$ cat src/he_pkg.sv
package he_pkg;

   // log2 of the largest polynomial length
   localparam int MAX_LOG_N = 12;

   localparam int Q_WIDTH    = 30;
   localparam int DATA_WIDTH = 32;
   localparam int ADDR_WIDTH = 32;

   // one residue mod q
   typedef logic [Q_WIDTH-1:0] coeff_t;

   ////////////////////
   // host register map, byte offsets
   typedef enum logic [7:0]
   {
      CSR_Q      = 8'h00,
      CSR_N      = 8'h08,
      CSR_A_PTR  = 8'h10,
      CSR_B_PTR  = 8'h18,
      CSR_WB_PTR = 8'h20,
      CSR_START  = 8'h28,
      CSR_STATUS = 8'h30
   } csr_addr_e;

   ////////////////////
   // dma job kinds
   // lo pair is banks 0/1, hi pair is banks 2/3
   typedef enum logic [1:0]
   {
      DMA_LOAD_LO = 2'd0,
      DMA_LOAD_HI = 2'd1,
      DMA_STORE   = 2'd2,
      DMA_NOTIFY  = 2'd3
   } dma_kind_e;

   // completion write goes here
   localparam logic [ADDR_WIDTH-1:0] INTR_ADDR = 32'h0030_0000;

endpackage

$ cat src/he_if.sv
interface dma_job_if
#(
   parameter int log_max_n_p = he_pkg::MAX_LOG_N
);
   import he_pkg::*;

   logic                  start;
   dma_kind_e             kind;
   logic [ADDR_WIDTH-1:0] base;
   logic [log_max_n_p:0]  len;
   logic                  done;

   modport seq (output start, kind, base, len, input done);
   modport dma (input start, kind, base, len, output done);
endinterface


$ cat src/he_sequencer.sv
module he_sequencer
#(
   parameter int log_max_n_p = he_pkg::MAX_LOG_N
)
(
   input  logic                          clk_i,
   input  logic                          reset_i,
   input  logic                          start_i,
   input  logic [log_max_n_p:0]          n_i,
   input  logic [he_pkg::ADDR_WIDTH-1:0] a_ptr_i,
   input  logic [he_pkg::ADDR_WIDTH-1:0] b_ptr_i,
   input  logic [he_pkg::ADDR_WIDTH-1:0] wb_ptr_i,
   input  logic                          add_done_i,
   output logic                          busy_o,
   output logic                          done_o,
   output logic                          add_start_o,
   dma_job_if.seq                        job_o
);
   import he_pkg::*;

   typedef enum logic [2:0]
   {
      IDLE,
      LOAD_A,
      LOAD_B,
      ADD,
      WB_RES,
      NOTIFY,
      FINISH
   } state_e;

   state_e state_r;
   state_e state_n;
   // high in the first cycle of each working state
   logic   launch_r;

   always_comb
   begin
      state_n = state_r;
      case (state_r)
         IDLE:
            if (start_i)
               state_n = LOAD_A;
         LOAD_A:
            if (job_o.done)
               state_n = LOAD_B;
         LOAD_B:
            if (job_o.done)
               state_n = ADD;
         ADD:
            if (add_done_i)
               state_n = WB_RES;
         WB_RES:
            if (job_o.done)
               state_n = NOTIFY;
         NOTIFY:
            if (job_o.done)
               state_n = FINISH;
         default:
            state_n = IDLE;
      endcase
   end

   always_ff @(posedge clk_i)
   begin
      if (reset_i)
      begin
         state_r  <= IDLE;
         launch_r <= 1'b0;
         done_o   <= 1'b0;
      end
      else
      begin
         state_r  <= state_n;
         launch_r <= (state_n != state_r) && (state_n != IDLE) && (state_n != FINISH);
         // sticky until the next job begins
         if (state_r == IDLE && start_i)
            done_o <= 1'b0;
         else if (state_r == NOTIFY && job_o.done)
            done_o <= 1'b1;
      end
   end

   ////////////////////
   // job descriptor for the dma engine
   always_comb
   begin
      job_o.kind = DMA_LOAD_LO;
      job_o.base = a_ptr_i;
      job_o.len  = n_i;
      case (state_r)
         LOAD_B:
         begin
            job_o.kind = DMA_LOAD_HI;
            job_o.base = b_ptr_i;
         end
         WB_RES:
         begin
            job_o.kind = DMA_STORE;
            job_o.base = wb_ptr_i;
         end
         NOTIFY:
         begin
            job_o.kind = DMA_NOTIFY;
            job_o.base = INTR_ADDR;
            job_o.len  = (log_max_n_p + 1)'(1);
         end
         default: ;
      endcase
   end

   assign job_o.start = launch_r && (state_r != ADD);
   assign add_start_o = launch_r && (state_r == ADD);
   assign busy_o      = (state_r != IDLE);

endmodule

$ cat src/flat_wrapper.sv
// flat-port wrapper written by rule: the top's interface ports become plain ports
module he_sequencer_flat import he_pkg::*;
#(
   parameter int log_max_n_p = he_pkg::MAX_LOG_N
)
  (clk_i, reset_i, start_i, n_i, a_ptr_i, b_ptr_i, wb_ptr_i, add_done_i, busy_o, done_o, add_start_o, job_o_start, job_o_kind, job_o_base, job_o_len, job_o_done);
  dma_job_if #(.log_max_n_p(log_max_n_p)) job_o_i ();
  input  logic clk_i;
  input  logic reset_i;
  input  logic start_i;
  input  logic [log_max_n_p:0] n_i;
  input  logic [he_pkg::ADDR_WIDTH-1:0] a_ptr_i;
  input  logic [he_pkg::ADDR_WIDTH-1:0] b_ptr_i;
  input  logic [he_pkg::ADDR_WIDTH-1:0] wb_ptr_i;
  input  logic add_done_i;
  output logic busy_o;
  output logic done_o;
  output logic add_start_o;
  output wire logic [$bits(job_o_i.start)-1:0] job_o_start;
  output wire logic [$bits(job_o_i.kind)-1:0] job_o_kind;
  output wire logic [$bits(job_o_i.base)-1:0] job_o_base;
  output wire logic [$bits(job_o_i.len)-1:0] job_o_len;
  input wire logic [$bits(job_o_i.done)-1:0] job_o_done;
  assign job_o_start = job_o_i.start;
  assign job_o_kind = job_o_i.kind;
  assign job_o_base = job_o_i.base;
  assign job_o_len = job_o_i.len;
  assign job_o_i.done = job_o_done;
  he_sequencer #(.log_max_n_p(log_max_n_p)) u_core (.clk_i(clk_i), .reset_i(reset_i), .start_i(start_i), .n_i(n_i), .a_ptr_i(a_ptr_i), .b_ptr_i(b_ptr_i), .wb_ptr_i(wb_ptr_i), .add_done_i(add_done_i), .busy_o(busy_o), .done_o(done_o), .add_start_o(add_start_o), .job_o(job_o_i));
endmodule
$ cat config.mk
export PLATFORM = sky130hd
export DESIGN_NAME = he_sequencer_flat
export DESIGN_NICKNAME = d
export VERILOG_FILES = /design/src/he_pkg.sv /design/src/he_if.sv /design/src/he_sequencer.sv /design/src/flat_wrapper.sv
export SDC_FILE = /design/constraint.sdc
export NUM_CORES = 1
export LEC_CHECK = 0
export ABC_AREA = 1
export BUFFER_PORTS_ARGS = -buffer_cell sky130_fd_sc_hd__buf_2
export CORE_MARGIN = 3
export CORE_UTILIZATION = 31
export DETAILED_ROUTE_END_ITERATION = 16
export PLACE_DENSITY_LB_ADDON = 0.2
export SLEW_MARGIN = 15
export SYNTH_ARGS = -nofsm -noshare
export SYNTH_HDL_FRONTEND = slang
export SYNTH_SLANG_ARGS = --single-unit
$ cat constraint.sdc
create_clock -name clk_i -period 1.6 [get_ports clk_i]
set_clock_uncertainty 0.1 [all_clocks]
set_input_delay 0.08 -clock clk_i [delete_from_list [all_inputs] [get_ports clk_i]]
set_output_delay 0.08 -clock clk_i [all_outputs]
set_load 0.01 [all_outputs]
==> impl_metrics.csv <==
group,metric,value,unit
cts,cts_root_buf,"clkbuf_8",
power,p_sw,462,uW
power,p_comb_share,64.5,%
drt,drc,0,
floorplanning,fp.dieArea,4480,um^2
cts,cts-htree-levels,1,
setup_path,required,1420,ps
drt,drtIter0Drc,69,
synthesis,ys_types,19,
drt,dr.pass1.iters,4,
power,clkPwrFrac,22.1,%
synthesis,synth_cells,230,
timing,fin_crit,1580,ps
timing,worst_slack,23.6,ps
cts,cts_num_sinks,5,
power,power_density,500,nW/um^2
floorplanning,core_area,3470,um^2
cts,cts_tree,"built",
layout,fill_cells,321,
layout,drive_above_1_share,50.5,%
job,maxCapViolations,0,
place,placed_area,2040,um^2
cts,insertion_delay,230,ps
run_status,outcome,"finished, final reports clean",
synthesis,syn_nets,344,
power,peakVddDrop,0.399,mV
cts,clk_pin_slew_worst_paths,40,ps
timing,relSlewSlack,83.6,%
timing,finalHoldViolCount,0,
timing,max_clock_freq,634,MHz
synthesis,ys_warn_count,0,
timing,rsz0062_at_grt,"true",
layout,final_util,64.1,%
setup_path,cp_max_fo,13,
synthesis,ys_seq_area_share,8.69,%
setup_path,start_kind,"register",
floorplanning,die_width,67.0,um
global_routing,grt_use_met3,4.55,%
floorplanning,pin_count,165,
global_routing,antenna_found_initial,0,
timing,finalCritPeriodShare,98.5,%
layout,finalInstanceArea,2220,um^2
place,gp_congestion,0.834,
setup_path,end_kind,"primary output",
global_routing,use_met1,23.2,%
setup_path,rr_worst_depth,8,
synthesis,ys_ff_latch,5,
global_routing,grt_pass1_wl,7700,um
place,port_buffers,164,
cts,cts_buffer_depth,2,
synthesis,syn_avg_cell_area,5.01,um^2
worst_hold_path,hold_class,"input pin to register",
layout,syn2layout_area_growth,92.8,%
place,place_ws,64.8,ps
floorplanning,rows,21,
timing,setup_viol,0,
setup_path,cp.arrival,1400,ps
layout,num_antenna_cells,0,
power,seqPwrFrac,13.4,%
layout,nets,519,
timing,finalMaxSlewViolations,0,
cts,numCtsBuffers,3,
power,power.leakage,0.00142,uW
setup_path,worst-setup-path-type,"register to primary output",
floorplanning,floorplan.initialDensity,33.2,%
global_routing,globalRouteTotalUtil,21.6,%
power,p_int,649,uW
global_routing,grt_overflow,0,
drt,ant_nets,0,
global_routing,use_met2,42.0,%
worst_hold_path,min_path_cells,3,
global_routing,grt_max_degree,26,
global_routing,grt_pass1_vias,1818,
synthesis,netlist_area,1150,um^2
drt,wirelength,5400,um
drt,viasPerCell,4.72,
floorplanning,die_h,67.0,um
global_routing,busiest_layer,"met2",
drt,vias,2124,
power,p_sw_share,41.6,%
drt,avgRoutedWirePerCell,12.0,um
place,dp_hpwl,4180,um
timing,max_slew.worst_pin.slew,245,ps
[metal layers]
layer / vias up / wire, um
met3: 7 / 546
met4: 0 / 75
met5: - / 0
met1: 920 / 1960
li1: 1083 / -
met2: 114 / 2810
[layout by cell type (no fill, tap or decap), drive strengths merged]
master       netlist  layout
a21oi              4       4
buf                9     184
clkbuf             6       4
dfxtp              5       5
dlygate4sd3        0       1
inv               21      21
nand2             91      91
nand3             72      72
nor2              18      18
o211a              1       1
o21ai              2       2
or2                1       1
[per-stage QoR]
stage	cells	TNS (ps)	hold WS [ps]	total power [uW]
6_report	450	0	138	1110
5_1_grt	450	-1030	171	1200
4_1_cts	447	-1390	132	1120
3_5_place_dp	437	0	193	818
3_3_place_gp	437	0	199	816
2_1_floorplan	230	0	52.4	504
[state kept, by name (all words and copies together), names as in the netlist]
register,count
u_core.launch_r,1
u_core.done_o,1
u_core.state_r,3
[cell usage after synthesis]
master,number,area share (%)
buf_4,2,1.3
clkbuf_1,6,2.0
o211a_1,1,0.87
nand2_4,1,0.98
o21ai_0,2,0.87
buf_6,3,2.9
nand2_1,89,29
or2_2,1,0.54
inv_2,3,0.98
nor2_4,2,2.0
a21oi_1,4,1.7
nand3_4,2,3.0
inv_1,18,5.9
dfxtp_1,5,8.7
nand2_2,1,0.54
buf_2,4,1.7
nor2_1,15,4.9
nand3_1,70,30
nor2_8,1,1.7
[cell type report]
type / instances / area, um^2 / share of cell area, %
timing repair buffer: 185 / 1030 / 46.5
multi-input combinational: 189 / 897 / 40.4
sequential: 5 / 109 / 4.90
inverter: 21 / 81.3 / 3.66
tap: 46 / 57.6 / 2.59
clock buffer: 4 / 45.0 / 2.03
[what timing repair did]
item | 4_1_cts | 5_1_grt
pin swaps | 2 | 6
gates resized for setup | 12 | 9
gates cloned | 1 | 0
setup buffers | 4 | 5
hold buffers | 1 | 0
setup endpoints to repair | 33 | 33
endpoints found under the hold margin | 3 | 0
[logic make-up (layout without fill, tap and decap cells)]
kind of cell	Yosys count	in the layout	synth area share (%)
buffers and inverters	36	210	14.8
flip-flops	5	5	8.69
AO/OA/AOI/OAI	7	7	3.47
AND/OR/NAND/NOR	182	182	73.1
[path summary, 6_finish.rpt]
path	slack [ps]	endpoint	start
max	20	job_o_base[7]	u_core.state_r[0]
min	140	u_core.done_o	start_i
max reg2reg	200	u_core.launch_r	u_core.state_r[1]
min reg2reg	400	u_core.done_o	u_core.done_o
[worst max-delay path, stage by stage, from the launching register on]
cell,delay [ps]
dfxtp_4,360
buf_6,120
nand3_4,90
nand2_4,80
nor2_8,120
buf_8,150
nand2_1,60
nand3_1,60
buf_2,130
[power by group through the flow]
| stage | sequential (uW) | clock, uW | combinational [uW] |
|---|---|---|---|
| CTS | 149 | 252 | 718 |
| global route | 150 | 255 | 793 |
| detailed placement | 149 | 0 | 668 |
| finish | 149 | 245 | 716 |
| global placement | 149 | 0 | 668 |
| floorplan | 144 | 0 | 360 |
No activity file was read; power rests on OpenSTA's default activity.
