File: config.mk
export PLATFORM = sky130hd
export DESIGN_NAME = he_modadd_unit_flat
export DESIGN_NICKNAME = d
export VERILOG_FILES = /design/src/he_pkg.sv /design/src/he_if.sv /design/src/he_modadd_unit.sv /design/src/flat_wrapper.sv
export SDC_FILE = /design/constraint.sdc
export NUM_CORES = 1
export LEC_CHECK = 0
export BUFFER_PORTS_ARGS = -buffer_cell sky130_fd_sc_hd__buf_2
export CORE_UTILIZATION = 55
export DETAILED_ROUTE_END_ITERATION = 16
export GPL_TIMING_DRIVEN = 0
export PLACE_DENSITY = 0.85
export SYNTH_ARGS = -nofsm -noshare
export SYNTH_HDL_FRONTEND = slang
export SYNTH_SLANG_ARGS = --single-unit
File: constraint.sdc
create_clock -name clk_i -period 6.8 [get_ports clk_i]
set_clock_uncertainty 0.2 [all_clocks]
set_input_delay 1.36 -clock clk_i [delete_from_list [all_inputs] [get_ports clk_i]]
set_output_delay 1.36 -clock clk_i [all_outputs]
set_load 0.1 [all_outputs]
File: src/he_pkg.sv
package he_pkg;

   // log2 of the largest polynomial length
   localparam int MAX_LOG_N = 12;

   localparam int Q_WIDTH    = 30;
   localparam int DATA_WIDTH = 32;
   localparam int ADDR_WIDTH = 32;

   // one residue mod q
   typedef logic [Q_WIDTH-1:0] coeff_t;

   ////////////////////
   // host register map, byte offsets
   typedef enum logic [7:0]
   {
      CSR_Q      = 8'h00,
      CSR_N      = 8'h08,
      CSR_A_PTR  = 8'h10,
      CSR_B_PTR  = 8'h18,
      CSR_WB_PTR = 8'h20,
      CSR_START  = 8'h28,
      CSR_STATUS = 8'h30
   } csr_addr_e;

   ////////////////////
   // dma job kinds
   // lo pair is banks 0/1, hi pair is banks 2/3
   typedef enum logic [1:0]
   {
      DMA_LOAD_LO = 2'd0,
      DMA_LOAD_HI = 2'd1,
      DMA_STORE   = 2'd2,
      DMA_NOTIFY  = 2'd3
   } dma_kind_e;

   // completion write goes here
   localparam logic [ADDR_WIDTH-1:0] INTR_ADDR = 32'h0030_0000;

endpackage

File: src/he_if.sv


interface bank_port_if
#(
   parameter int log_max_n_p = he_pkg::MAX_LOG_N
);
   import he_pkg::*;

   logic                   rd_en;
   logic [log_max_n_p-2:0] rd_row;
   // bit 0 writes the even bank, bit 1 the odd bank
   logic [1:0]             wr_en;
   logic [log_max_n_p-2:0] wr_row;
   coeff_t                 wr_lo;
   coeff_t                 wr_hi;
   logic                   pair_sel;
   // index 0 is pair 0/1, index 1 is pair 2/3
   coeff_t [1:0]           rd_lo;
   coeff_t [1:0]           rd_hi;

   modport master (output rd_en, rd_row, wr_en, wr_row, wr_lo, wr_hi, pair_sel,
                   input rd_lo, rd_hi);
   modport array (input rd_en, rd_row, wr_en, wr_row, wr_lo, wr_hi, pair_sel,
                  output rd_lo, rd_hi);
endinterface

File: src/he_modadd_unit.sv
module he_modadd_unit
#(
   parameter int log_max_n_p = he_pkg::MAX_LOG_N
)
(
   input  logic                 clk_i,
   input  logic                 reset_i,
   input  logic                 start_i,
   input  logic [log_max_n_p:0] n_i,
   input  he_pkg::coeff_t       q_i,
   output logic                 done_o,
   bank_port_if.master          bank_o
);
   import he_pkg::*;

   logic                   active_r;
   logic [log_max_n_p-2:0] row_r;
   logic [log_max_n_p-2:0] last_row_r;
   logic [log_max_n_p-1:0] half_m1;
   logic                   v1_r;
   logic                   v2_r;
   logic [log_max_n_p-2:0] row1_r;
   logic [log_max_n_p-2:0] row2_r;
   coeff_t                 sum_lo_r;
   coeff_t                 sum_hi_r;

   // inputs are already reduced, so one conditional subtract suffices
   function automatic coeff_t mod_add(coeff_t a, coeff_t b, coeff_t q);
      logic [Q_WIDTH:0] sum;
      sum = {1'b0, a} + {1'b0, b};
      if (sum >= {1'b0, q})
         sum = sum - {1'b0, q};
      return sum[Q_WIDTH-1:0];
   endfunction

   assign half_m1 = n_i[log_max_n_p:1] - 1'b1;

   always_ff @(posedge clk_i)
   begin
      if (reset_i)
      begin
         active_r <= 1'b0;
         v1_r     <= 1'b0;
         v2_r     <= 1'b0;
         done_o   <= 1'b0;
      end
      else
      begin
         if (start_i)
            active_r <= 1'b1;
         else if (active_r && row_r == last_row_r)
            active_r <= 1'b0;
         v1_r   <= active_r;
         v2_r   <= v1_r;
         done_o <= v2_r && (row2_r == last_row_r);
      end
   end

   ////////////////////
   // row sweep and two-stage pipe
   always_ff @(posedge clk_i)
   begin
      if (start_i)
      begin
         row_r      <= '0;
         last_row_r <= half_m1[log_max_n_p-2:0];
      end
      else if (active_r)
         row_r <= row_r + 1'b1;
      row1_r   <= row_r;
      row2_r   <= row1_r;
      sum_lo_r <= mod_add(bank_o.rd_lo[0], bank_o.rd_lo[1], q_i);
      sum_hi_r <= mod_add(bank_o.rd_hi[0], bank_o.rd_hi[1], q_i);
   end

   // read B from 2/3 and write sums back over it
   assign bank_o.pair_sel = 1'b1;
   assign bank_o.rd_en    = active_r;
   assign bank_o.rd_row   = row_r;
   assign bank_o.wr_en    = {v2_r, v2_r};
   assign bank_o.wr_row   = row2_r;
   assign bank_o.wr_lo    = sum_lo_r;
   assign bank_o.wr_hi    = sum_hi_r;

endmodule

File: src/flat_wrapper.sv
// flat-port wrapper written by rule: the top's interface ports become plain ports
module he_modadd_unit_flat import he_pkg::*;
#(
   parameter int log_max_n_p = he_pkg::MAX_LOG_N
)
  (clk_i, reset_i, start_i, n_i, q_i, done_o, bank_o_rd_en, bank_o_rd_row, bank_o_wr_en, bank_o_wr_row, bank_o_wr_lo, bank_o_wr_hi, bank_o_pair_sel, bank_o_rd_lo, bank_o_rd_hi);
  bank_port_if #(.log_max_n_p(log_max_n_p)) bank_o_i ();
  input  logic clk_i;
  input  logic reset_i;
  input  logic start_i;
  input  logic [log_max_n_p:0] n_i;
  input  he_pkg::coeff_t q_i;
  output logic done_o;
  output wire logic [$bits(bank_o_i.rd_en)-1:0] bank_o_rd_en;
  output wire logic [$bits(bank_o_i.rd_row)-1:0] bank_o_rd_row;
  output wire logic [$bits(bank_o_i.wr_en)-1:0] bank_o_wr_en;
  output wire logic [$bits(bank_o_i.wr_row)-1:0] bank_o_wr_row;
  output wire logic [$bits(bank_o_i.wr_lo)-1:0] bank_o_wr_lo;
  output wire logic [$bits(bank_o_i.wr_hi)-1:0] bank_o_wr_hi;
  output wire logic [$bits(bank_o_i.pair_sel)-1:0] bank_o_pair_sel;
  input wire logic [$bits(bank_o_i.rd_lo)-1:0] bank_o_rd_lo;
  input wire logic [$bits(bank_o_i.rd_hi)-1:0] bank_o_rd_hi;
  assign bank_o_rd_en = bank_o_i.rd_en;
  assign bank_o_rd_row = bank_o_i.rd_row;
  assign bank_o_wr_en = bank_o_i.wr_en;
  assign bank_o_wr_row = bank_o_i.wr_row;
  assign bank_o_wr_lo = bank_o_i.wr_lo;
  assign bank_o_wr_hi = bank_o_i.wr_hi;
  assign bank_o_pair_sel = bank_o_i.pair_sel;
  assign bank_o_i.rd_lo = bank_o_rd_lo;
  assign bank_o_i.rd_hi = bank_o_rd_hi;
  he_modadd_unit #(.log_max_n_p(log_max_n_p)) u_core (.clk_i(clk_i), .reset_i(reset_i), .start_i(start_i), .n_i(n_i), .q_i(q_i), .done_o(done_o), .bank_o(bank_o_i));
endmodule
==> impl_metrics.ini <==
[outcome]
status = finished, final reports clean

[sta]
slew-limit-headroom = 0.5106
maxSlewViolCount = 0
timing.final.hold_violations = 0
final-setup-viol-count = 0
min_period_over_period = 0.9504
timing_worst_slew_pin_value_ns = 0.7248
grt_setup_unrepaired = false
holdWs_ns = 0.1301
achievable-frequency_mhz = 154.7
fin_setup_tns_ns = 0
timing.final.crit_period_ns = 6.463

[synthesis]
synth_edf_count = 11
asyncSetResetFlopFracSynth = 0
synth_sequential_area_ratio = 0.2326
number_of_warning_messages_in_the_yosys_log = 0
mapped_area_mm2 = 0.009768
ys_dominant_reg_cell = sky130_fd_sc_hd__dfxtp_1
syn-mean-instance-area_um2 = 8.479
ys_seq_elements = 108
syn-num-nets = 1444
syn-instance-count = 1152
synth_cell_types = 77

[setup_path]
critPathMaxFanout = 10
critical_path_class = input port to register
timing.critical_path.depth = 20
path_delay_family = compound AO/OA/AOI/OAI gates
endpoint_required_time_on_the_critical_path_ns = 6.86
timing.critical_path.to_type = register
worst_ep_arrival_time_ns = 6.53
worstRegToRegCells = 6
timing.critical_path.buf_inv = 3
critical_path.max_stage_delay_ns = 0.53
start_kind = input port
crit_path_top_delay_cell = sky130_fd_sc_hd__a311oi_4
r2r_setup_slack_ns = 4.96
worstPathCellList = buf_2, ha_1, inv_1, fa_1, nor2b_1, o31ai_1, a211o_2, and2_2, o31ai_1, a41o_1, a21oi_1, xnor2_1, ha_1, a21oi_1, o21ai_0, a311oi_4, o211ai_4, a211oi_4, buf_6, mux2_4

[die]
core_area_mm2 = 0.01730
fp.dieW_um = 135.3
rows = 48
die_height_um = 135.3
io_pins = 253
die_area_mm2 = 0.01830
start_util = 0.5647

[detailed_routing]
detail_route.vias_per_cell = 5.724
ant_nets = 0
detailedRoute.firstPassIterationCount = 5
wl_per_cell_um = 15.78
detail_route.wirelength_um = 25920
drt_iter0_markers = 456
drc = 0
detailroute.via_count = 9404

[finish]
final_common_cell = sky130_fd_sc_hd__buf_2
final_cell_mix = sky130_fd_sc_hd__buf_2, sky130_fd_sc_hd__ha_1, sky130_fd_sc_hd__a21oi_1
area_delta_synth_final_pct = 19.02
drive_above_1_share = 0.2378
postLayoutCoreUtil = 0.6722
num-nets-final = 1704

[worst_hold_path]
hold-path-cell-count = 0
timing.hold.worst.class = register to register

[global_route]
via_count_of_the_first_global_routing_pass = 8943
grt_first_pass_wirelength_um = 40940
global_route.usage.total = 0.2819
largest_net_degree_at_the_start_of_global_routing = 22
grt_remaining_overflow = 0
antenna_violations_before_repair = 1

[clock_tree]
clk_pin_slew_ns = 0.08
cts_num_sinks = 108
number_of_hold_repair_buffers_added_at_the_cts_stage = 0
clock_latency_ns = 0.37
htree_levels = 3
clock_tree.buffer_depth = 2
ctsResizeCount = 0
tritoncts = yes
cts_root_buf = sky130_fd_sc_hd__clkbuf_16
post-cts-setup-buffer-count = 0
cts_buffers = 9

[run]
max_cap_viols = 0

[power]
p_total_mw = 4.502
peakVddDrop_uv = 390.7
power.density_mw_per_mm2 = 387.2
total_leakage_power_nw = 5.595

[placement]
dpl.hpwl_um = 21380
gp_congestion = 0.9560
numPortBuffers = 249
## through the flow
stage / std cells / area (um2) / setup WS, ns
2_1_floorplan: 1152 / 9768 / 0.8390
3_3_place_gp: 1626 / 11300 / 0.03249
3_5_place_dp: 1626 / 11300 / 0.02094
4_1_cts: 1642 / 11620 / 0.3681
5_1_grt: 1643 / 11630 / 0.01820
6_report: 1643 / 11630 / 0.3370
## cell type report
cell class,count,area [um2]
antenna,1,2.502
sequential,108,2272
multi-input combinational,955,7127
clock buffer,9,225.2
buffer,18,102.6
inverter,71,266.5
tap,225,281.5
fill,1409,5670
clock inverter,7,102.6
timing repair buffer,249,1246
## cells in the mapped netlist (all sizes together) (3+ instances only)
master,number,area [um2]
mux2,36,506.7
inv,71,266.5
o31ai,5,37.54
a211oi,16,142.6
o31a,4,35.03
ha,122,1526
dfxtp,97,1942
clkbuf,10,37.54
o21a,22,165.2
mux2i,7,70.07
buf,8,65.05
o21bai,12,90.09
nor3,27,135.1
a21o,29,217.7
nand3b,6,45.04
xor2,65,569.3
nand2,78,292.8
o311ai,3,26.28
xnor2,68,595.6
and3,16,100.1
nand3,28,140.1
a311oi,4,52.56
fa,4,80.08
nand2b,13,81.33
and2,7,45.05
nor2,83,311.6
a211o,7,63.81
a31o,6,52.55
nand4,14,87.58
and4,7,61.31
edfxtp,11,330.3
nor4,4,25.02
or2,4,25.02
o2111ai,3,43.80
or3,8,51.30
a31oi,8,50.05
o21ai,79,406.7
a21boi,5,37.54
o211ai,9,81.33
nor2b,16,107.6
a21oi,104,520.5
## path summary, 6_finish.rpt
| check | from | end |
|---|---|---|
| min reg2reg | u_core.row1_r[5] | u_core.bank_o.wr_row[5] |
| max | bank_o_rd_lo[0] | u_core.bank_o.wr_lo[26] |
| min | u_core.row1_r[5] | u_core.bank_o.wr_row[5] |
| max reg2reg | u_core.bank_o.rd_en | u_core.bank_o.rd_row[9] |
## routing by layer
metal	vias up	part of all wire	GRT usage
li1	4704	-	-
met4	0	0.040	0.1511
met2	363	0.47	0.4838
met1	4269	0.44	0.3432
met5	-	0	0
met3	68	0.057	0.03404
## flip-flops by register name, indices dropped and copies added, names as in the netlist
| name | cells |
|---|---|
| u_core.bank_o.rd_row | 11 |
| u_core.bank_o.wr_hi | 30 |
| u_core.bank_o.rd_en | 1 |
| u_core.row1_r | 11 |
| u_core.done_o | 1 |
| u_core.last_row_r | 11 |
| u_core.v2_r | 1 |
| u_core.v1_r | 1 |
| u_core.bank_o.wr_row | 11 |
| u_core.bank_o.wr_lo | 30 |
## kinds of logic after synthesis
kind of cell             count (synthesis)  synth area share
adder cells (fa/ha/maj)                126            0.1645
AND/OR/NAND/NOR                        317            0.1596
buffers and inverters                   89           0.03779
AO/OA/AOI/OAI                          335            0.2269
other                                    1         0.0003839
flip-flops                             108            0.2326
XOR/XNOR                               133            0.1193
multiplexers                            43           0.05905
## report_power, final
group	total, mW	internal (mW)	switching [mW]
sequential	0.903	0.839	0.0637
combinational	3.03	0.814	2.21
clock	0.573	0.300	0.273
(Power assumes the default switching activity.)
