### config.mk
export PLATFORM = sky130hd
export DESIGN_NAME = he_dma_engine_flat
export DESIGN_NICKNAME = d
export VERILOG_FILES = /design/src/he_pkg.sv /design/src/he_if.sv /design/src/he_dma_engine.sv /design/src/flat_wrapper.sv
export SDC_FILE = /design/constraint.sdc
export NUM_CORES = 1
export LEC_CHECK = 0
export BUFFER_PORTS_ARGS = -buffer_cell sky130_fd_sc_hd__buf_2
export CAP_MARGIN = 30
export CORE_AREA = 4 4 137 139
export DETAILED_ROUTE_END_ITERATION = 10
export DIE_AREA = 0 0 141 143
export SETUP_SLACK_MARGIN = 0.5
export SYNTH_ARGS = -nofsm -noshare
export SYNTH_HDL_FRONTEND = slang
export SYNTH_SLANG_ARGS = --single-unit
### constraint.sdc
create_clock -name clk_i -period 3.01 [get_ports clk_i]
set_clock_uncertainty 0.05 [all_clocks]
set_input_delay 0.602 -clock clk_i [delete_from_list [all_inputs] [get_ports clk_i]]
set_output_delay 0.602 -clock clk_i [all_outputs]
set_load 0.05 [all_outputs]
### src/he_pkg.sv
package he_pkg;

   // log2 of the largest polynomial length
   localparam int MAX_LOG_N = 12;

   localparam int Q_WIDTH    = 30;
   localparam int DATA_WIDTH = 32;
   localparam int ADDR_WIDTH = 32;

   // one residue mod q
   typedef logic [Q_WIDTH-1:0] coeff_t;

   ////////////////////
   // host register map, byte offsets
   typedef enum logic [7:0]
   {
      CSR_Q      = 8'h00,
      CSR_N      = 8'h08,
      CSR_A_PTR  = 8'h10,
      CSR_B_PTR  = 8'h18,
      CSR_WB_PTR = 8'h20,
      CSR_START  = 8'h28,
      CSR_STATUS = 8'h30
   } csr_addr_e;

   ////////////////////
   // dma job kinds
   // lo pair is banks 0/1, hi pair is banks 2/3
   typedef enum logic [1:0]
   {
      DMA_LOAD_LO = 2'd0,
      DMA_LOAD_HI = 2'd1,
      DMA_STORE   = 2'd2,
      DMA_NOTIFY  = 2'd3
   } dma_kind_e;

   // completion write goes here
   localparam logic [ADDR_WIDTH-1:0] INTR_ADDR = 32'h0030_0000;

endpackage

### src/he_if.sv
interface dma_job_if
#(
   parameter int log_max_n_p = he_pkg::MAX_LOG_N
);
   import he_pkg::*;

   logic                  start;
   dma_kind_e             kind;
   logic [ADDR_WIDTH-1:0] base;
   logic [log_max_n_p:0]  len;
   logic                  done;

   modport seq (output start, kind, base, len, input done);
   modport dma (input start, kind, base, len, output done);
endinterface

interface bank_port_if
#(
   parameter int log_max_n_p = he_pkg::MAX_LOG_N
);
   import he_pkg::*;

   logic                   rd_en;
   logic [log_max_n_p-2:0] rd_row;
   // bit 0 writes the even bank, bit 1 the odd bank
   logic [1:0]             wr_en;
   logic [log_max_n_p-2:0] wr_row;
   coeff_t                 wr_lo;
   coeff_t                 wr_hi;
   logic                   pair_sel;
   // index 0 is pair 0/1, index 1 is pair 2/3
   coeff_t [1:0]           rd_lo;
   coeff_t [1:0]           rd_hi;

   modport master (output rd_en, rd_row, wr_en, wr_row, wr_lo, wr_hi, pair_sel,
                   input rd_lo, rd_hi);
   modport array (input rd_en, rd_row, wr_en, wr_row, wr_lo, wr_hi, pair_sel,
                  output rd_lo, rd_hi);
endinterface

### src/he_dma_engine.sv
module he_dma_engine
#(
   parameter int log_max_n_p = he_pkg::MAX_LOG_N
)
(
   input  logic                          clk_i,
   input  logic                          reset_i,
   output logic                          mem_cmd_v_o,
   output logic                          mem_cmd_we_o,
   output logic [he_pkg::ADDR_WIDTH-1:0] mem_cmd_addr_o,
   output logic [he_pkg::DATA_WIDTH-1:0] mem_cmd_data_o,
   input  logic                          mem_cmd_yumi_i,
   input  logic                          mem_resp_v_i,
   input  logic [he_pkg::DATA_WIDTH-1:0] mem_resp_data_i,
   dma_job_if.dma                        job_i,
   bank_port_if.master                   bank_o
);
   import he_pkg::*;

   typedef enum logic [1:0]
   {
      IDLE,
      CMD,
      WAIT
   } state_e;

   state_e                state_r;
   dma_kind_e             kind_r;
   logic [ADDR_WIDTH-1:0] base_r;
   logic [log_max_n_p:0]  len_r;
   logic [log_max_n_p:0]  count_r;
   logic [log_max_n_p:0]  count_nx;
   logic                  last_beat;
   logic                  resp_fire;
   coeff_t                store_word;

   assign count_nx  = count_r + 1'b1;
   assign last_beat = (count_nx == len_r);
   assign resp_fire = (state_r == WAIT) && mem_resp_v_i;

   always_ff @(posedge clk_i)
   begin
      if (reset_i)
      begin
         state_r    <= IDLE;
         kind_r     <= DMA_LOAD_LO;
         count_r    <= '0;
         job_i.done <= 1'b0;
      end
      else
      begin
         job_i.done <= 1'b0;
         case (state_r)
            IDLE:
               if (job_i.start)
               begin
                  state_r <= CMD;
                  kind_r  <= job_i.kind;
                  count_r <= '0;
               end
            // held here under back-pressure
            CMD:
               if (mem_cmd_yumi_i)
                  state_r <= WAIT;
            WAIT:
               if (mem_resp_v_i)
               begin
                  if (last_beat)
                  begin
                     state_r    <= IDLE;
                     job_i.done <= 1'b1;
                  end
                  else
                  begin
                     state_r <= CMD;
                     count_r <= count_nx;
                  end
               end
            default:
               state_r <= IDLE;
         endcase
      end
   end

   always_ff @(posedge clk_i)
   begin
      if (state_r == IDLE && job_i.start)
      begin
         base_r <= job_i.base;
         len_r  <= job_i.len;
      end
   end

   ////////////////////
   // memory command
   assign mem_cmd_v_o    = (state_r == CMD);
   assign mem_cmd_we_o   = (kind_r == DMA_STORE) || (kind_r == DMA_NOTIFY);
   assign mem_cmd_addr_o = base_r + ADDR_WIDTH'({count_r, 2'b00});
   assign store_word     = count_r[0] ? bank_o.rd_hi[1] : bank_o.rd_lo[1];

   always_comb
   begin
      case (kind_r)
         DMA_STORE:  mem_cmd_data_o = DATA_WIDTH'(store_word);
         DMA_NOTIFY: mem_cmd_data_o = DATA_WIDTH'(1);
         default:    mem_cmd_data_o = '0;
      endcase
   end

   ////////////////////
   // bank side
   // loads fill the pair named by the job, stores drain pair 2/3
   assign bank_o.pair_sel = (state_r == IDLE) ? (job_i.kind != DMA_LOAD_LO)
                                              : (kind_r != DMA_LOAD_LO);
   assign bank_o.wr_en    = (resp_fire && !mem_cmd_we_o) ? {count_r[0], ~count_r[0]} : 2'b00;
   assign bank_o.wr_row   = count_r[log_max_n_p-1:1];
   assign bank_o.wr_lo    = mem_resp_data_i[Q_WIDTH-1:0];
   assign bank_o.wr_hi    = mem_resp_data_i[Q_WIDTH-1:0];

   // the word for the next store is fetched one cycle ahead of its command
   assign bank_o.rd_en  = (state_r == IDLE && job_i.start && job_i.kind == DMA_STORE)
                          || (resp_fire && kind_r == DMA_STORE && !last_beat);
   assign bank_o.rd_row = (state_r == IDLE) ? '0 : count_nx[log_max_n_p-1:1];

endmodule

### src/flat_wrapper.sv
// flat-port wrapper written by rule: the top's interface ports become plain ports
module he_dma_engine_flat import he_pkg::*;
#(
   parameter int log_max_n_p = he_pkg::MAX_LOG_N
)
  (clk_i, reset_i, mem_cmd_v_o, mem_cmd_we_o, mem_cmd_addr_o, mem_cmd_data_o, mem_cmd_yumi_i, mem_resp_v_i, mem_resp_data_i, job_i_start, job_i_kind, job_i_base, job_i_len, job_i_done, bank_o_rd_en, bank_o_rd_row, bank_o_wr_en, bank_o_wr_row, bank_o_wr_lo, bank_o_wr_hi, bank_o_pair_sel, bank_o_rd_lo, bank_o_rd_hi);
  dma_job_if #(.log_max_n_p(log_max_n_p)) job_i_i ();
  bank_port_if #(.log_max_n_p(log_max_n_p)) bank_o_i ();
  input  logic clk_i;
  input  logic reset_i;
  output logic mem_cmd_v_o;
  output logic mem_cmd_we_o;
  output logic [he_pkg::ADDR_WIDTH-1:0] mem_cmd_addr_o;
  output logic [he_pkg::DATA_WIDTH-1:0] mem_cmd_data_o;
  input  logic mem_cmd_yumi_i;
  input  logic mem_resp_v_i;
  input  logic [he_pkg::DATA_WIDTH-1:0] mem_resp_data_i;
  input wire logic [$bits(job_i_i.start)-1:0] job_i_start;
  input wire logic [$bits(job_i_i.kind)-1:0] job_i_kind;
  input wire logic [$bits(job_i_i.base)-1:0] job_i_base;
  input wire logic [$bits(job_i_i.len)-1:0] job_i_len;
  output wire logic [$bits(job_i_i.done)-1:0] job_i_done;
  output wire logic [$bits(bank_o_i.rd_en)-1:0] bank_o_rd_en;
  output wire logic [$bits(bank_o_i.rd_row)-1:0] bank_o_rd_row;
  output wire logic [$bits(bank_o_i.wr_en)-1:0] bank_o_wr_en;
  output wire logic [$bits(bank_o_i.wr_row)-1:0] bank_o_wr_row;
  output wire logic [$bits(bank_o_i.wr_lo)-1:0] bank_o_wr_lo;
  output wire logic [$bits(bank_o_i.wr_hi)-1:0] bank_o_wr_hi;
  output wire logic [$bits(bank_o_i.pair_sel)-1:0] bank_o_pair_sel;
  input wire logic [$bits(bank_o_i.rd_lo)-1:0] bank_o_rd_lo;
  input wire logic [$bits(bank_o_i.rd_hi)-1:0] bank_o_rd_hi;
  assign job_i_i.start = job_i_start;
  assign job_i_i.kind = job_i_kind;
  assign job_i_i.base = job_i_base;
  assign job_i_i.len = job_i_len;
  assign job_i_done = job_i_i.done;
  assign bank_o_rd_en = bank_o_i.rd_en;
  assign bank_o_rd_row = bank_o_i.rd_row;
  assign bank_o_wr_en = bank_o_i.wr_en;
  assign bank_o_wr_row = bank_o_i.wr_row;
  assign bank_o_wr_lo = bank_o_i.wr_lo;
  assign bank_o_wr_hi = bank_o_i.wr_hi;
  assign bank_o_pair_sel = bank_o_i.pair_sel;
  assign bank_o_i.rd_lo = bank_o_rd_lo;
  assign bank_o_i.rd_hi = bank_o_rd_hi;
  he_dma_engine #(.log_max_n_p(log_max_n_p)) u_core (.clk_i(clk_i), .reset_i(reset_i), .mem_cmd_v_o(mem_cmd_v_o), .mem_cmd_we_o(mem_cmd_we_o), .mem_cmd_addr_o(mem_cmd_addr_o), .mem_cmd_data_o(mem_cmd_data_o), .mem_cmd_yumi_i(mem_cmd_yumi_i), .mem_resp_v_i(mem_resp_v_i), .mem_resp_data_i(mem_resp_data_i), .job_i(job_i_i), .bank_o(bank_o_i));
endmodule
==> impl_metrics.toml, run 1 <==
[clock_network]
tritoncts = "done"
clk_latency_ns = 0.34
cts-root-buf = "clkbuf_16"
htreeDepth = 3
cts_buffers = 9
cts.clk_slew.worst_paths_ns = 0.05
cts_buffer_depth = 2
cts_sinks = 63

[synthesis]
synth_edf_count = 45
syn_area_per_cell_um2 = 9.68
ys_types = 61
synthXorXnorAreaFrac = 0.0962
synth_flop_cell = "edfxtp_1"
synthSimpleGateAreaFrac = 0.188
synth_top_area_share = 0.285
ys_seq_area_frac = 0.362
netlist_area_um2 = 4730
ys_ff_latch = 63
synth_top_family_by_area = "simple AND/OR/NAND/NOR gates"
synth-compound-area-share = 0.0943
yosys_warnings = 0
synthAdderAreaFrac = 0.0412
async_reset_ff_frac = 0
syn_inst = 489
synthMuxAreaShare = 0.0700
yosys.area.top_type = "edfxtp_1"
synth.area.top_cells = "edfxtp_1 (29%), buf_4 (12%), dfxtp_1 (7.6%)"

[drt]
vias = 4291
ant_nets = 0
via_per_inst = 4.57
wl_per_cell_um = 16.2
drtIter0Drc = 223
dr.pass1.iters = 4
routed_wirelength_mm = 15.2
drc = 0

[critical_path]
cp_max_fo = 8
slowest_stage = "a311o_2"
crit_chain = "ha_2 > fa_2 > a21o_1 > a21oi_2 > o21ai_2 > a311o_1 > a311o_2 > nor3b_4 > xor2_4 > buf_6"
regToRegEndpoint = "u_core.count_r[8]"
arrival_ns = 2.98
worstPathRequired_ns = 2.36
worstSetupPathType = "reg -> out"
startpoint_type = "flop"
r2r_start = "u_core.count_r[1]"
r2r_cells = 11
r2r_setup_slack_ns = -0.05
worstSetupEndpointType = "output port"
max_stage_delay_ns = 0.43

[layout]
n_antenna_cell = 0
nNetsFinal = 924
syn2layout_area_growth_pct = 54.8
utilization = 0.415
drive_above_1_share = 0.585
stdcell_count = 939

[worst_hold_path]
holdPathEnd = "u_core.len_r[6]"
hp-class = "in -> reg"
min_delay_path_depth = 1
hold_start = "job_i_len[6]"

[global_routing]
grt_overflow = 0
grt.total_usage = 0.147
grt_pass1_wl_mm = 23.0
grt_pass1_vias = 4396
antenna_found_initial = 1
grt_max_degree = 48

[floorplan]
dieArea_um2 = 20200
ios = 357
fp.dieH_um = 143
dieWidth_um = 141
start_util = 0.268
core_um2 = 17700
num_rows = 49

[power]
power_density_nw_per_um2 = 377
peakVddDrop_mv = 0.230
power.leakage_uw = 0.00333

[placement]
dpl.cell_count = 906
io_buffers = 202
gp_congestion = 0.873
place_ws_ns = -0.415
dp_hpwl_mm = 11.9

[timing]
max_freq_mhz = 275
rsz0062_at_grt = "yes"
hold_slack_ns = 0.392
fin_ws_ns = -0.621
min_period_over_period = 1.21
min_period_ns = 3.63
slew_headroom = 0.563
setup_tns_ns = -9.40
hold_viol_final = 0
finalSetupViolCount = 33
worst_pin_slew_ns = 0.655
final_max_slew_viol_count = 0

[outcome]
violations = "setup timing"
run_status = "finished with violations"

[job]
maxCapViolCount = 0
==> logic make-up after synthesis <==
logic type                 Yosys count
and+or+nand+nor                    167
xor gates and xnor gates            47
other                                1
muxes                               33
buffers and inverters              106
AOI/OAI and AO/OA                   57
DFF                                 63
adders and majority gates           15
==> worst max-delay path, delay by kind of cell, from the launching register on <==
family	cells	cell delay, ns
DFF	1	0.37
adders and majority gates	2	0.53
and+or+nand+nor	1	0.20
xor gates and xnor gates	1	0.19
buffers and inverters	1	0.16
AOI/OAI and AO/OA	5	1.19
==> Yosys cell counts, types with 2 or more instances <==
cell,count
a2111oi_0,4
a211o_1,2
a21o_1,3
a21oi_1,17
a221o_1,7
a311o_1,5
a31o_2,2
and2_1,5
and3_1,2
and3b_1,4
and4_1,5
buf_2,5
buf_4,77
clkbuf_1,14
dfxtp_1,18
edfxtp_1,45
ha_1,14
inv_1,9
mux2i_1,32
nand2_1,16
nand2b_1,8
nand3_1,10
nand3b_1,2
nand4_1,6
nand4b_1,2
nor2_1,66
nor2b_1,11
nor3_1,7
nor3b_1,4
nor4_1,3
nor4b_1,5
nor4bb_1,2
o21ai_0,3
o21bai_1,2
o31ai_1,2
or2_2,2
xnor2_1,29
xor2_1,15
xor3_1,2
==> sequential cells by signal (all words and copies together), names as in the netlist <==
signal	cells
u_core.base_r	32
u_core.count_r	13
u_core.len_r	13
u_core.kind_r	2
u_core.state_r	2
u_core.job_i.done	1
==> where the power goes <==
group,switching (uW),leakage [uW],internal (uW)
sequential,32.6,0.000579,990
combinational,381,0.00260,237
clock,376,0.000157,745
==> placed cells by master (no fill, tap or decap), drive strengths merged, types with 4 or more instances in the layout <==
cell type / n
a2111oi: 4
xor2: 15
buf: 298
xnor2: 29
dfxtp: 18
ha: 14
nor2: 66
a221o: 7
a311o: 5
mux2i: 32
and4: 5
a21oi: 17
nor3b: 4
nand3: 10
clkbuf: 15
nand2: 17
and3b: 4
inv: 9
edfxtp: 45
and2: 6
nor3: 8
nor4b: 5
nor2b: 11
nand2b: 8
nand4: 7
==> routing by layer <==
metal,vias up,track usage,share of wire
met5,-,0,0.0013
met4,2,0.0561,0.017
met3,35,0.0338,0.079
met2,202,0.268,0.51
met1,1956,0.167,0.39
li1,2096,-,-
==> final cells by class <==
type	instances	area, um2
fill	1739	10300
multi-input combinational	321	2960
timing repair buffer	301	2010
sequential	63	1720
tap	229	287
clock buffer	12	246
clock inverter	4	70.1
inverter	9	33.8
==> timing repair <==
| item | in CTS | in global routing |
|---|---|---|
| hold buffers | 0 | 0 |
| buffers inserted | 8 | 8 |
| pin swaps | 13 | 9 |
| gates cloned | 0 | 1 |
| setup endpoints to repair | 57 | 55 |
| resized for setup | 98 | 25 |
==> metrics by stage <==
step	power, uW	cell area, um2
3_5_place_dp	1630	6430
5_1_grt	2890	7330
4_1_cts	2800	7140
3_3_place_gp	1620	6430
6_report	2760	7330
2_1_floorplan	1640	5170
==> worst max-delay path by stage <==
stage	cells past startpoint	endpoint	start
2_1_floorplan	9	mem_cmd_addr_o[30]	u_core.base_r[2]
3_5_place_dp	12	mem_cmd_addr_o[17]	u_core.base_r[3]
5_1_grt	10	mem_cmd_addr_o[30]	u_core.base_r[2]
6_report	10	mem_cmd_addr_o[30]	u_core.base_r[2]
3_3_place_gp	12	mem_cmd_addr_o[17]	u_core.base_r[3]
4_1_cts	10	mem_cmd_addr_o[30]	u_core.base_r[2]
Power figures use the tool's default switching activity.
==> run 2, diff against run 1 <==
--- a/config.mk
+++ b/config.mk
@@ -5,11 +5,11 @@
 export SDC_FILE = /design/constraint.sdc
 export NUM_CORES = 1
 export LEC_CHECK = 0
-export BUFFER_PORTS_ARGS = -buffer_cell sky130_fd_sc_hd__buf_2
 export CAP_MARGIN = 30
-export CORE_AREA = 4 4 137 139
+export CORE_AREA = 4 4 135 137
 export DETAILED_ROUTE_END_ITERATION = 10
-export DIE_AREA = 0 0 141 143
+export DIE_AREA = 0 0 139 141
+export DONT_BUFFER_PORTS = 1
 export SETUP_SLACK_MARGIN = 0.5
 export SYNTH_ARGS = -nofsm -noshare
 export SYNTH_HDL_FRONTEND = slang
==> impl_metrics.toml, run 2 (synthesis results as in run 1) <==
[drt]
dr.pass1.iters = 4
drc = 0
vias = 3895
routed_wirelength_mm = 15.8
via_per_inst = 4.91
ant_nets = 0
drtIter0Drc = 126
wl_per_cell_um = 20.0

[clock_network]
cts_sinks = 63
cts-root-buf = "clkbuf_16"
cts_buffers = 9
holdBufCountCts = 0
cts.clk_slew.worst_paths_ns = 0.05
clk_latency_ns = 0.33
cts_buffer_depth = 2
tritoncts = "done"
htreeDepth = 3

[timing]
max_freq_mhz = 278
hold_viol_final = 0
setup_tns_ns = -8.11
finalSetupViolCount = 23
worst_pin_slew_ns = 0.668
final_max_slew_viol_count = 0
min_period_ns = 3.60
min_period_over_period = 1.20
rsz0062_at_grt = "yes"
fin_ws_ns = -0.589
slew_headroom = 0.555

[floorplan]
dieArea_um2 = 19600
ios = 357
fp.dieH_um = 141
num_rows = 48
start_util = 0.278
core_um2 = 17100
dieWidth_um = 139

[global_routing]
grt.total_usage = 0.156
grt_overflow = 0
antenna_found_initial = 3
grt_pass1_wl_mm = 23.9
grt_pass1_vias = 4335
grt_max_degree = 48

[power]
p_int_uw = 1920
power.leakage_uw = 0.00290
seqPwrFrac = 0.386
p_sw_frac = 0.282
combPwrFrac = 0.213
peakVddDrop_mv = 0.267
clockPowerShare = 0.401
power_density_nw_per_um2 = 373
p_switching_uw = 756

[layout]
regMostFlops = "u_core.base_r"
top_regs = "u_core.base_r (32), u_core.count_r (13), u_core.len_r (13)"
n_antenna_cell = 0
nNetsFinal = 782
layout_common_cells = "buf_4 (105), edfxtp_1 (45), nor2_1 (42), mux2i_1 (32), buf_6 (28)"
finalInstanceArea_um2 = 7180
largest_reg_flops = 32
drive_above_1_share = 0.496
final_common_cell = "buf_4"
syn2layout_area_growth_pct = 51.7

[placement]
gp_congestion = 0.860
dpl_cell_area_um2 = 6000
io_buffers = 0
dp_hpwl_mm = 12.5
place_ws_ns = -0.462

[critical_path]
startpoint_type = "flop"
max_stage_delay_ns = 0.41
worstSetupEndpointType = "output port"
worstSetupPathType = "reg -> out"
crit_chain = "ha_2 > fa_2 > a21o_1 > a21oi_2 > o21ai_2 > a311o_1 > a311o_2 > nor3b_4 > xor2_4 > buf_12"
arrival_ns = 2.95
slowest_stage = "a311o_2"
cp_max_fo = 6
worstPathRequired_ns = 2.36

[outcome]
run_status = "finished with violations"
violations = "setup timing"

[worst_hold_path]
hp-class = "in -> reg"

[job]
maxCapViolCount = 0
## run 2: cell types whose count changed in the layout (fill, tap and decap cells not counted), moves of 4 or more
| cell | delta |
|---|---|
| buf_12 | +21 |
| buf_2 | -163 |
| nand3_4 | +4 |
| xnor2_2 | -6 |
| xnor2_4 | +8 |
## run 2: cell type report
class / instances / area [um2]
Clock inverter: 5 / 72.6
Clock buffer: 11 / 233
Sequential cell: 63 / 1730
Fill cell: 1611 / 9870
Inverter: 9 / 33.8
Tap cell: 225 / 282
Timing Repair Buffer: 159 / 1650
Multi-Input combinational cell: 321 / 3180
## run 2: worst paths after layout
path / slack (ns) / endpoint / cells after the start / from
setup / recovery: -0.59 / mem_cmd_addr_o[30] / 10 / u_core.base_r[2]
hold / removal: 0.30 / u_core.state_r[0] / 1 / reset_i
setup reg to reg: 0.02 / u_core.count_r[8] / 14 / u_core.count_r[1]
hold reg to reg: 0.51 / u_core.kind_r[0] / 2 / u_core.kind_r[0]
## run 2: stage by stage
| stage | util | cells | power, uW | hold WS [ns] |
|---|---|---|---|---|
| 2_1_floorplan | - | 490 | 1640 | 0.450 |
| 3_3_place_gp | 0.352 | 754 | 1590 | 0.479 |
| 3_5_place_dp | 0.352 | 754 | 1600 | 0.496 |
| 4_1_cts | 0.411 | 786 | 2710 | 0.284 |
| 5_1_grt | 0.421 | 793 | 2770 | 0.292 |
| 6_report | 0.421 | 793 | 2680 | 0.303 |
## run 2: worst max-delay path: cells and delay by family (launching register included)
family / cells / cell delay, ns
compound gates: 5 / 1.16
fa+ha+maj: 2 / 0.54
flops: 1 / 0.37
simple gates: 1 / 0.20
xor+xnor: 1 / 0.19
buf+inv: 1 / 0.16
## run 2: repair_timing
item,4_1_cts,5_1_grt
setup endpoints to repair,55,51
gates cloned,3,0
pin swaps,23,20
gates resized for setup,109,22
setup buffers,13,7
## run 2: power by group through the flow
| stage | logic, uW | clock network [uW] | registers (uW) |
|---|---|---|---|
| floorplan | 603 | 0 | 1040 |
| global placement | 540 | 0 | 1050 |
| detailed placement | 549 | 0 | 1050 |
| CTS | 571 | 1100 | 1030 |
| global route | 604 | 1130 | 1040 |
| finish | 571 | 1070 | 1030 |
## run 2: layer usage
layer | track usage | routed length (um) | vias to the layer above
met4 | 0.0489 | 366 | 4
met5 | 0 | 27 | -
met3 | 0.0580 | 1510 | 41
met2 | 0.303 | 8540 | 226
met1 | 0.152 | 5370 | 1810
li1 | - | - | 1814
